## config.mk

```make
export PLATFORM = sky130hd
export DESIGN_NAME = vga_top
export DESIGN_NICKNAME = d
export VERILOG_FILES = /design/src/logic/vga_pkg.sv /design/src/logic/video_timing_if.sv /design/src/logic/ball_sprite.sv /design/src/logic/color_bars.sv /design/src/logic/hvsync_generator.sv /design/src/logic/pixel_mixer.sv /design/src/logic/vga_top.sv
export SDC_FILE = /design/constraint.sdc
export NUM_CORES = 1
export LEC_CHECK = 0
export BUFFER_PORTS_ARGS = -buffer_cell sky130_fd_sc_hd__buf_2
export CORE_ASPECT_RATIO = 0.6
export CORE_MARGIN = 2
export CORE_UTILIZATION = 25
export DETAILED_ROUTE_END_ITERATION = 8
export GPL_ROUTABILITY_DRIVEN = 0
export GPL_TIMING_DRIVEN = 0
export PLACE_DENSITY = 0.39
export SLEW_MARGIN = 0
export SYNTH_ARGS = -nofsm -noshare
export SYNTH_HDL_FRONTEND = slang
export SYNTH_SLANG_ARGS = --single-unit
```

## constraint.sdc

```tcl
create_clock -name clk -period 2.48 [get_ports clk]
set_clock_uncertainty 0.05 [all_clocks]
set_input_delay 0.124 -clock clk [delete_from_list [all_inputs] [get_ports clk]]
set_output_delay 0.124 -clock clk [all_outputs]
set_load 0.05 [all_outputs]
```

## src/logic/vga_pkg.sv

```systemverilog
package vga_pkg;

  // raster counters are 10 bits, enough for 800 x 525
  localparam int POS_W = 10;

  // horizontal timing, in pixels
  localparam logic [POS_W-1:0] H_DISPLAY = 10'd640; // visible width
  localparam logic [POS_W-1:0] H_FRONT   = 10'd16;  // right border
  localparam logic [POS_W-1:0] H_SYNC    = 10'd96;  // sync pulse
  localparam logic [POS_W-1:0] H_BACK    = 10'd48;  // left border

  // vertical timing, in lines
  localparam logic [POS_W-1:0] V_DISPLAY = 10'd480; // visible height
  localparam logic [POS_W-1:0] V_BOTTOM  = 10'd10;  // bottom border
  localparam logic [POS_W-1:0] V_SYNC    = 10'd2;   // sync lines
  localparam logic [POS_W-1:0] V_TOP     = 10'd33;  // top border

  // derived window edges, inclusive
  localparam logic [POS_W-1:0] H_SYNC_START = H_DISPLAY + H_FRONT;              // 656
  localparam logic [POS_W-1:0] H_SYNC_END   = H_DISPLAY + H_FRONT + H_SYNC - 1; // 751
  localparam logic [POS_W-1:0] H_MAX = H_DISPLAY + H_FRONT + H_SYNC + H_BACK - 1; // 799
  localparam logic [POS_W-1:0] V_SYNC_START = V_DISPLAY + V_BOTTOM;              // 490
  localparam logic [POS_W-1:0] V_SYNC_END   = V_DISPLAY + V_BOTTOM + V_SYNC - 1; // 491
  localparam logic [POS_W-1:0] V_MAX = V_DISPLAY + V_BOTTOM + V_SYNC + V_TOP - 1; // 524

  // color bars and grid
  localparam logic [POS_W-1:0] BAR_WIDTH = 10'd80; // 8 bars over 640
  localparam int GRID_SHIFT = 5;                    // 32 pixel pitch

  // ball sprite
  localparam logic [POS_W-1:0] BALL_SIZE = 10'd16;  // square side
  localparam logic [POS_W-1:0] BALL_STEP = 10'd8;   // move per frame
  localparam logic [POS_W-1:0] BALL_X0   = 10'd600; // start, near right edge
  localparam logic [POS_W-1:0] BALL_Y0   = 10'd440; // start, near bottom

  // colors, one bit each of r g b
  localparam int RGB_W = 3;
  localparam logic [RGB_W-1:0] COLOR_GRID  = 3'd7; // white
  localparam logic [RGB_W-1:0] COLOR_BALL  = 3'd6; // yellow
  localparam logic [RGB_W-1:0] COLOR_BLANK = 3'd0; // black

endpackage

```

## src/logic/video_timing_if.sv

```systemverilog
`timescale 1ns/1ns

// raster position and sync levels, one set per pixel clock
interface video_timing_if;

  logic [vga_pkg::POS_W-1:0] hpos; // current column
  logic [vga_pkg::POS_W-1:0] vpos; // current line
  logic                      hsync;
  logic                      vsync;
  logic                      display_on; // inside 640x480

  // generator side
  modport source (
    output hpos,
    output vpos,
    output hsync,
    output vsync,
    output display_on
  );

  // everything downstream only looks
  modport sink (
    input hpos,
    input vpos,
    input hsync,
    input vsync,
    input display_on
  );

endinterface

```

## src/logic/ball_sprite.sv

```systemverilog
`timescale 1ns/1ns

// square ball, moves once per frame, bounces off the screen edges
module ball_sprite (
  input  logic           clk,
  input  logic           reset,
  video_timing_if.sink   vt,
  output logic           ball_hit
);

  logic [vga_pkg::POS_W-1:0] ball_x;   // left column
  logic [vga_pkg::POS_W-1:0] ball_y;   // top line
  logic                      dir_x;    // 1 = moving right
  logic                      dir_y;    // 1 = moving down
  logic                      frame_tick;
  logic [vga_pkg::POS_W:0]   next_x;   // {dir, pos}
  logic [vga_pkg::POS_W:0]   next_y;
  logic                      in_x;
  logic                      in_y;

  // one axis of the bounce rule, returns {new dir, new pos}
  function automatic logic [vga_pkg::POS_W:0] axis_step(
    input logic [vga_pkg::POS_W-1:0] pos,
    input logic                      dir,
    input logic [vga_pkg::POS_W-1:0] limit
  );
    logic                      ndir;
    logic [vga_pkg::POS_W-1:0] npos;
    ndir = dir;
    if (dir && (pos + vga_pkg::BALL_STEP > limit))
      ndir = 1'b0;                   // would pass far edge
    else if (!dir && (pos < vga_pkg::BALL_STEP))
      ndir = 1'b1;                   // would go below zero
    // step is always taken, in the new direction
    if (ndir)
      npos = pos + vga_pkg::BALL_STEP;
    else
      npos = pos - vga_pkg::BALL_STEP;
    return {ndir, npos};
  endfunction

  // first blanked line, so the visible frame sees one position
  assign frame_tick = (vt.hpos == '0) && (vt.vpos == vga_pkg::V_DISPLAY);

  assign next_x = axis_step(ball_x, dir_x, vga_pkg::H_DISPLAY - vga_pkg::BALL_SIZE);
  assign next_y = axis_step(ball_y, dir_y, vga_pkg::V_DISPLAY - vga_pkg::BALL_SIZE);

  always_ff @(posedge clk)
  begin
    if (reset)
    begin
      ball_x <= vga_pkg::BALL_X0;
      ball_y <= vga_pkg::BALL_Y0;
      dir_x  <= 1'b1;                // start heading right
      dir_y  <= 1'b1;                // and down
    end
    else if (frame_tick)
    begin
      dir_x  <= next_x[vga_pkg::POS_W];
      ball_x <= next_x[vga_pkg::POS_W-1:0];
      dir_y  <= next_y[vga_pkg::POS_W];
      ball_y <= next_y[vga_pkg::POS_W-1:0];
    end
  end

  // no overflow here, x stays <= 624 and y <= 464
  assign in_x = (vt.hpos >= ball_x) && (vt.hpos < ball_x + vga_pkg::BALL_SIZE);
  assign in_y = (vt.vpos >= ball_y) && (vt.vpos < ball_y + vga_pkg::BALL_SIZE);

  assign ball_hit = in_x && in_y;

endmodule

```

## src/logic/color_bars.sv

```systemverilog
`timescale 1ns/1ns

// eight vertical bars plus optional grid flag
module color_bars (
  video_timing_if.sink                  vt,
  input  logic                          grid_on,  // level, not synchronized
  output logic [vga_pkg::RGB_W-1:0]     bar_rgb,
  output logic                          grid_hit
);

  logic [vga_pkg::POS_W-1:0] bar_idx; // 0..7 while visible
  logic                      h_line;  // column on grid
  logic                      v_line;  // row on grid

  // constant divide, 80 pixels per bar
  assign bar_idx = vt.hpos / vga_pkg::BAR_WIDTH;

  // index doubles as the color: 0 black ... 7 white
  // past 639 the index runs to 9 but the mixer blanks there
  assign bar_rgb = bar_idx[vga_pkg::RGB_W-1:0];

  // grid lines every 32 pixels on both axes
  assign h_line = (vt.hpos[vga_pkg::GRID_SHIFT-1:0] == '0);
  assign v_line = (vt.vpos[vga_pkg::GRID_SHIFT-1:0] == '0);

  assign grid_hit = grid_on && (h_line || v_line);

endmodule

```

## src/logic/hvsync_generator.sv

```systemverilog
`timescale 1ns/1ns

// 640x480 raster timing, active high syncs
module hvsync_generator (
  input  logic                  clk,
  input  logic                  reset,
  video_timing_if.source        vt
);

  logic hmaxxed; // last pixel of the line
  logic vmaxxed; // last line of the frame

  assign hmaxxed = (vt.hpos == vga_pkg::H_MAX);
  assign vmaxxed = (vt.vpos == vga_pkg::V_MAX);

  // horizontal counter, free running
  always_ff @(posedge clk)
  begin
    if (reset)
      vt.hpos <= '0;
    else if (hmaxxed)
      vt.hpos <= '0;                 // wrap after 799
    else
      vt.hpos <= vt.hpos + 1'b1;
  end

  // vertical counter steps once per line
  always_ff @(posedge clk)
  begin
    if (reset)
      vt.vpos <= '0;
    else if (hmaxxed)
    begin
      if (vmaxxed)
        vt.vpos <= '0;               // wrap after 524
      else
        vt.vpos <= vt.vpos + 1'b1;
    end
  end

  // sync windows are inclusive at both ends
  assign vt.hsync = (vt.hpos >= vga_pkg::H_SYNC_START) &&
                    (vt.hpos <= vga_pkg::H_SYNC_END);
  assign vt.vsync = (vt.vpos >= vga_pkg::V_SYNC_START) &&
                    (vt.vpos <= vga_pkg::V_SYNC_END);

  // visible area, top left is 0,0
  assign vt.display_on = (vt.hpos < vga_pkg::H_DISPLAY) &&
                         (vt.vpos < vga_pkg::V_DISPLAY);

endmodule

```

## src/logic/pixel_mixer.sv

```systemverilog
`timescale 1ns/1ns

// layer priority ball > grid > bar, blanking, output register
module pixel_mixer (
  input  logic                          clk,
  input  logic                          reset,
  video_timing_if.sink                  vt,
  input  logic [vga_pkg::RGB_W-1:0]     bar_rgb,
  input  logic                          grid_hit,
  input  logic                          ball_hit,
  output logic                          hsync,
  output logic                          vsync,
  output logic                          de,
  output logic [vga_pkg::RGB_W-1:0]     rgb
);

  logic [vga_pkg::RGB_W-1:0] pix_rgb; // color before the register

  always_comb
  begin
    if (!vt.display_on)
      pix_rgb = vga_pkg::COLOR_BLANK;   // porches and sync
    else if (ball_hit)
      pix_rgb = vga_pkg::COLOR_BALL;
    else if (grid_hit)
      pix_rgb = vga_pkg::COLOR_GRID;
    else
      pix_rgb = bar_rgb;
  end

  // syncs ride through the same stage so they stay aligned with rgb
  always_ff @(posedge clk)
  begin
    if (reset)
    begin
      hsync <= 1'b0;
      vsync <= 1'b0;
      de    <= 1'b0;
      rgb   <= vga_pkg::COLOR_BLANK;
    end
    else
    begin
      hsync <= vt.hsync;
      vsync <= vt.vsync;
      de    <= vt.display_on;   // visible flag leaves as de
      rgb   <= pix_rgb;
    end
  end

endmodule

```

## src/logic/vga_top.sv

```systemverilog
`timescale 1ns/1ns

// vga subsystem: timing, bars, ball, mixer
module vga_top (
  input  logic                          clk,
  input  logic                          reset,
  input  logic                          grid_on,
  output logic                          hsync,
  output logic                          vsync,
  output logic                          de,
  output logic [vga_pkg::RGB_W-1:0]     rgb
);

  logic [vga_pkg::RGB_W-1:0] bar_rgb;  // background color
  logic                      grid_hit;
  logic                      ball_hit;

  // shared raster bus
  video_timing_if vt ();

  hvsync_generator u_hvsync (
    .clk   (clk),
    .reset (reset),
    .vt    (vt.source)
  );

  color_bars u_bars (
    .vt       (vt.sink),
    .grid_on  (grid_on),
    .bar_rgb  (bar_rgb),
    .grid_hit (grid_hit)
  );

  ball_sprite u_ball (
    .clk      (clk),
    .reset    (reset),
    .vt       (vt.sink),
    .ball_hit (ball_hit)
  );

  // one cycle of latency from raster to pins
  pixel_mixer u_mixer (
    .clk      (clk),
    .reset    (reset),
    .vt       (vt.sink),
    .bar_rgb  (bar_rgb),
    .grid_hit (grid_hit),
    .ball_hit (ball_hit),
    .hsync    (hsync),
    .vsync    (vsync),
    .de       (de),
    .rgb      (rgb)
  );

endmodule

```

Yosys cells after proc, flatten, opt, wreduce, memory -nomap -nowiden
Index checks and enable logic that the tools add are counted.
{"block": "word_totals", "ff_bits": 48, "latchBits": 0, "ram_bits": 0, "romBits": 0, "inputBits": 3, "out_inout_bits": 6, "wordCells": 68, "mem_count": 0}
{"block": "classes", "n_addsub": 8, "n_mul": 0, "div_mod_pow": 1, "magnitude_cmp": 14, "eq_ne": 3, "shifts": 0, "mux": 9, "n_bitwise": 1, "n_reduce_logical": 21}
{"operator": "two-way mux 10 bit", "n": 3}
{"operator": "adder 10 x 1 -> 10 bit (second input constant)", "n": 2}
{"operator": "adder 10 x 4 -> 10 bit (second input constant)", "n": 2}
{"operator": "adder 10 x 5 -> 10 bit (second input constant)", "n": 2}
{"operator": "equality test 10 bit (second input constant)", "n": 2}
{"operator": "greater-or-equal comparator 10 bit", "n": 2}
{"operator": "less-than comparator 10 bit", "n": 2}
{"operator": "less-than comparator 10 x 4 -> 1 bit (second input constant)", "n": 2}
{"operator": "subtractor 10 x 4 -> 10 bit (second input constant)", "n": 2}
{"operator": "logical AND 1 bit", "n": 12}
{"operator": "divider 10 x 7 -> 10 bit (second input constant)", "n": 1}
{"operator": "equality test 10 x 9 -> 1 bit (second input constant)", "n": 1}
{"operator": "greater-or-equal comparator 10 bit (second input constant)", "n": 1}
{"operator": "greater-or-equal comparator 10 x 9 -> 1 bit (second input constant)", "n": 1}
{"operator": "> comparator 10 bit (second input constant)", "n": 1}
{"operator": "> comparator 10 x 9 -> 1 bit (second input constant)", "n": 1}
{"operator": "<= comparator 10 bit (second input constant)", "n": 1}
{"operator": "<= comparator 10 x 9 -> 1 bit (second input constant)", "n": 1}
{"operator": "zero test 10 bit", "n": 1}
{"operator": "zero test 5 bit", "n": 2}
{"operator": "less-than comparator 10 bit (second input constant)", "n": 1}
{"operator": "less-than comparator 10 x 9 -> 1 bit (second input constant)", "n": 1}
{"operator": "two-way mux 3 bit", "n": 2}
{"operator": "two-way mux 1 bit", "n": 4}
{"operator": "other kinds (5)", "n": 7}

Longest topological paths before layout
{"block": "logic_depth", "depth_word": 5, "depth_mapped": 10}

Cells and area by module
From an unflattened synthesis, not the netlist that was laid out.
{"block": "hier_totals", "cells_unflattened": 428, "area_unflattened_um2": 3472.1}
{"module": "ball_sprite", "instances": 1, "cells_each": 259, "area_per_inst_um2": 2063.2, "seq_area_each_um2": 320.3}
{"module": "hvsync_generator", "instances": 1, "cells_each": 119, "area_per_inst_um2": 1016.0, "seq_area_each_um2": 400.4}
{"module": "color_bars", "instances": 1, "cells_each": 34, "area_per_inst_um2": 206.4, "seq_area_each_um2": 0.0}
{"module": "pixel_mixer", "instances": 1, "cells_each": 16, "area_per_inst_um2": 186.4, "seq_area_each_um2": 120.1}

Worst setup path after synthesis
No wires, ideal clock.
{"block": "synth_path", "path_kind": "register -> register", "from": "reg u_hvsync.vt.vpos[0]", "to": "reg u_ball.ball_x[7] (netlist bit)", "setup_time_ns": 0.121, "arrival_ns": 2.205, "required_ns": 2.309, "path_slack_ns": 0.104, "path_stages_with_launch": 10, "n_path_buf": 1, "period_less_slack_ns": 2.376, "cell_sequence": "dfxtp_1 -> inv_1 -> ha_1 -> nor4b_1 -> nand4_1 -> or3_1 -> buf_2 -> or3_1 -> mux2i_1 -> mux2_2"}
{"block": "synth_via", "elab_chain_len": 2}
{"item": "from (decl)", "line": "video_timing_if.sv:15", "source": "output vpos,"}
{"item": "from (signal assigned)", "line": "hvsync_generator.sv:37", "source": "vt.vpos <= vt.vpos + 1'b1;"}
{"item": "equality test 10 x 9 -> 1 bit", "line": "ball_sprite.sv:43", "source": "assign frame_tick = (vt.hpos == '0) && (vt.vpos == vga_pkg::V_DISPLAY);"}
{"item": "logical AND 1 bit", "line": "ball_sprite.sv:43"}
{"item": "to (signal assigned)", "line": "ball_sprite.sv:52", "source": "ball_x <= vga_pkg::BALL_X0;"}
{"item": "to (signal assigned)", "line": "ball_sprite.sv:60", "source": "ball_x <= next_x[vga_pkg::POS_W-1:0];"}
{"item": "to (decl)", "line": "ball_sprite.sv:11", "source": "logic [vga_pkg::POS_W-1:0] ball_x;"}
No other way between the ends.
A chain may end at the register's enable or synchronous reset.

Worst setup path in the final report
Same ends and word-level chain as after synthesis.

==> Flow_metrics.wiki <==
{| class="wikitable"
! Metric !! Value
|-
| Cell row count || 32
|-
| Final hold violations || 0
|-
| Startpoint type of the worst setup path || flip-flop
|-
| Flip-flop cell with the highest count after synthesis || dfxtp_1
|-
| Chain of cells forming the critical path || inv_2 > ha_2 > nor4b_4 > nand4_1 > or3_4 > buf_6 > or3_1 > mux2i_1 > mux2_2
|-
| Arrival time worst endpoint || 2.64 ns
|-
| Nets || 484
|-
| P per Cell Area || 364 nW/um^2
|-
| Power share of the combinational group || under 10%
|-
| End of the worst register-to-register path || u_ball.ball_x[7]
|-
| HPWL Detailed || 6.96 mm
|-
| Initial core utilization || 25.7%
|-
| Average cell area after synthesis || 7.98 sq um
|-
| Transition at the pin with the smallest max-transition slack || 0.773 ns
|-
| Max Freq || between 0.3 and 0.4 GHz
|-
| Die width || 153 microns
|-
| I/O pin cnt || 9
|-
| Biggest fanout along the worst timing path || 7
|-
| Hold Crit Depth || 3
|-
| Share of cells above drive strength 1 || 19.5%
|-
| Per-cell routed wire length || 15.1 microns
|-
| Share of the yosys chip area belonging to registers || 25.4%
|-
| CP Capture Type || flip-flop
|-
| Number of antenna violations at the first check in global routing || 1
|-
| Synthesized area || 3310 sq um
|-
| Min Clock Period, post-route || 2.52 ns
|-
| Number of instances in the synthesized netlist || 415
|-
| Max Slew Vio Count || 0
|-
| Switch share || 24.1%
|-
| H-tree Lvls || 2
|-
| Run status || finished with violations
|-
| Vertical extent of the die || 93.2 microns
|-
| Count of port buffers added during placement || 7
|-
| Instance area at placement || 3560 sq um
|-
| Via count of the first global-routing pass || about 2,900
|-
| Worst r2r path cells || 9
|-
| First-pass iteration count of the detailed router || 4
|-
| Largest voltage drop on the vdd net || 224 uV
|-
| Violated checks || setup timing
|-
| Number of hold buffers added after cts || 0
|-
| Library cells used by synthesis || 55
|-
| Unrepaired setup endpoints after global routing || true
|-
| Crit path max-delay family || simple AND/OR/NAND/NOR gates
|-
| Highest-delay cell along the critical path || or3_4
|-
| Hold wc startpoint || grid_on
|-
| Growth of design area from synthesis to finish || 20.8%
|-
| Final Instance Area || between 4000 and 5000 sq um
|-
| CTS Root Cell || clkbuf_16
|-
| Number of enable-type register cells in the synthesized netlist || 0
|-
| Leakage || roughly 0.0017 uW
|-
| Number of buffers created by CTS || 5
|-
| Clock tree from TritonCTS || yes
|-
| Critical path's largest stage delay || 0.40 ns
|-
| Clock slew at the register clock pins of the worst setup and hold paths || approximately 0.07 ns
|-
| Net switching power figure || 352 uW
|-
| Flop pwr share || 47.1%
|-
| Initial DRC Count || 152
|-
| Fraction of registers with async set/reset || 0%
|-
| Critical path start-end classification || reg2reg
|-
| Yosys warnings || 0
|-
| Class of the most critical hold timing path || in2reg
|-
| Worst Hold Endpoint || u_mixer.rgb[1]
|-
| Final hold slack || 0.183 ns
|-
| Wire length after detailed routing || roughly 9 mm
|-
| Total of max-cap violations || 0
|-
| Global Route Usage Sum || a little over an eighth
|-
| Antenna-violating nets left || 0
|-
| Global route total overflow || 0
|-
| Full die area || 14,200 sq um
|-
| CTS Sinks || 42
|-
| Cells after DPL || 592
|-
| Total vias in the final route || between 2,000 and 3,000
|-
| Normalized max-slew margin || about 48%
|-
| Max clock buf depth || 2
|-
| ANT cells || 0
|-
| Pin count of the biggest net entering global routing || 14
|-
| Required time worst endpoint || about 2.6 ns
|-
| Residual DRC count || 0
|-
| Non-filler cells in the finished layout || 610
|-
| Reg-to-reg critical path startpoint || u_hvsync.vt.vpos[0]
|-
| Register-to-register path setup slack || -0.04 ns
|-
| Synthesized netlist net count || 460
|-
| Cell internal power dissipation || ~1100 uW
|-
| Final worst slack || -0.0363 ns
|-
| Placeable core region || 12,900 sq um
|-
| Detailed-route vias per instance || between 4 and 5
|-
| Insertion delay to the later sink of the worst-skew pair || 0.29 ns
|-
| First-pass GRT wire length || 15.4 mm
|-
| Share of the cycle needed by the critical path after routing || 101%
|-
| Number of failing setup endpoints in the final timing report || 1
|-
| Number of register bits inferred by synthesis || 42
|-
| Proportion of power drawn by the clock network || roughly 47%
|-
| Critical path buffers and inverters || 2
|}
worst min-delay path, delay by kind of cell:
kind                   cells  cell delay [ns]
AO/OA/AOI/OAI              2             0.24
buffers and inverters      1             0.10
per-stage QoR:
step | setup slack (ns) | TNS (ns) | utilization (%) | power [uW]
3_5_place_dp | -0.811 | -7.12 | 27.6 | 771
2_1_floorplan | 0.104 | 0 | - | 747
3_3_place_gp | -0.806 | -7.13 | 27.6 | 771
4_1_cts | -0.0876 | -0.0906 | 29.7 | 1480
6_report | -0.0363 | -0.0363 | 31.1 | 1460
5_1_grt | -0.133 | -0.175 | 31.1 | 1530
final cells by class:
type | instances | area, sq um
Buffer | 21 | 119
Clock buffer | 6 | 139
Clock inverter | 2 | 12.5
Fill cell | 1408 | 8890
Inverter | 26 | 103
Multi-Input combinational cell | 324 | 2420
Sequential cell | 42 | 870
Tap cell | 170 | 213
Timing Repair Buffer | 19 | 125
cells in the mapped netlist, drive strengths merged, types with 2 or more instances:
library cell	count	area (sq um)
nand2b	2	12.5
a22oi	3	22.5
mux2i	8	80.1
nand2	31	116
clkbuf	15	56.3
nand3b	2	15.0
a21o	7	53.8
nand4b	2	17.5
or4	2	15.0
nor2	49	184
buf	8	42.5
nor4b	2	23.8
o2111ai	3	26.3
and4	3	26.3
nand3	20	100
mux2	4	45.0
a31oi	6	37.5
and3	7	50.1
or3	11	68.8
xor2	10	87.6
a21oi	14	70.1
o311ai	2	17.5
o211ai	4	30.0
o21bai	2	15.0
xnor2	22	200
o21ai	16	80.1
nor4	7	43.8
nor2b	4	25.0
a211o	2	17.5
ha	42	526
dfxtp	42	841
nand4	8	50.1
a211oi	2	15.0
nor3	13	65.1
inv	26	97.6
sequential cells by signal, indices dropped and copies added, names as in the netlist, 3 cells and up:
name / flops
u_hvsync.vt.hpos: 10
u_hvsync.vt.vpos: 10
u_ball.ball_x: 7
u_ball.ball_y: 7
u_mixer.rgb: 3
power groups by stage:
stage | sequential [uW] | combinational, uW | clock, uW
after global routing | 686 | 92.8 | 756
after CTS | 689 | 75.0 | 720
final | 686 | 82.6 | 689
after detailed placement | 704 | 66.8 | 0
after global placement | 704 | 66.6 | 0
after floorplan | 716 | 31.6 | 0
worst max path at each step:
stage | startpoint | end | slack (ns) | cells past startpoint
after global placement | u_hvsync.vt.vpos[0] | u_ball.ball_x[7] | -0.81 | 9
final | u_hvsync.vt.vpos[0] | u_ball.ball_x[7] | -0.04 | 9
after CTS | u_hvsync.vt.vpos[0] | u_ball.ball_x[7] | -0.09 | 9
after global routing | u_hvsync.vt.hpos[0] | u_ball.ball_x[7] | -0.13 | 9
after detailed placement | u_hvsync.vt.vpos[0] | u_ball.ball_x[7] | -0.81 | 9
after floorplan | u_hvsync.vt.vpos[0] | u_ball.ball_x[7] | 0.10 | 9
layout by cell type (no fill, tap or decap), types with 3 or more instances in the layout:
| cell type | instances |
|---|---|
| a21o_1 | 6 |
| a21oi_1 | 14 |
| a22oi_1 | 3 |
| a31oi_1 | 6 |
| and3_1 | 5 |
| buf_2 | 13 |
| buf_4 | 14 |
| clkbuf_1 | 8 |
| clkbuf_16 | 5 |
| dfxtp_1 | 31 |
| dfxtp_2 | 5 |
| dfxtp_4 | 6 |
| ha_1 | 37 |
| ha_2 | 3 |
| inv_1 | 22 |
| mux2_2 | 4 |
| mux2i_1 | 8 |
| nand2_1 | 31 |
| nand3_1 | 20 |
| nand4_1 | 8 |
| nor2_1 | 47 |
| nor2b_1 | 4 |
| nor3_1 | 11 |
| nor4_1 | 6 |
| o2111ai_1 | 3 |
| o211ai_1 | 4 |
| o21ai_0 | 16 |
| or3_1 | 10 |
| xnor2_1 | 20 |
| xor2_1 | 10 |
cell families (layout without fill, tap and decap cells):
family | Yosys count | in the layout | share of synthesized area, %
adders and majority gates | 42 | 42 | 15.9
AOI/OAI and AO/OA | 72 | 72 | 15.2
DFF | 42 | 42 | 25.4
and+or+nand+nor | 166 | 166 | 25.2
buffers and inverters | 49 | 74 | 5.93
xor gates and xnor gates | 32 | 32 | 8.69
muxes | 12 | 12 | 3.78
repair_timing:
item | in CTS | in global routing
gates resized for setup | 26 | 42
pin swaps | 4 | 11
endpoints found under the setup margin | 24 | 27
gates cloned | 0 | 0
setup buffers | 3 | 9
layer usage:
layer	vias up	wire, microns	global-route usage (%)
met5	-	0	0
met1	1370	5480	21.4
met2	28	3420	18.0
met3	2	310	3.38
met4	0	25	2.31
li1	1529	-	-
No activity file was read; power rests on OpenSTA's default activity.
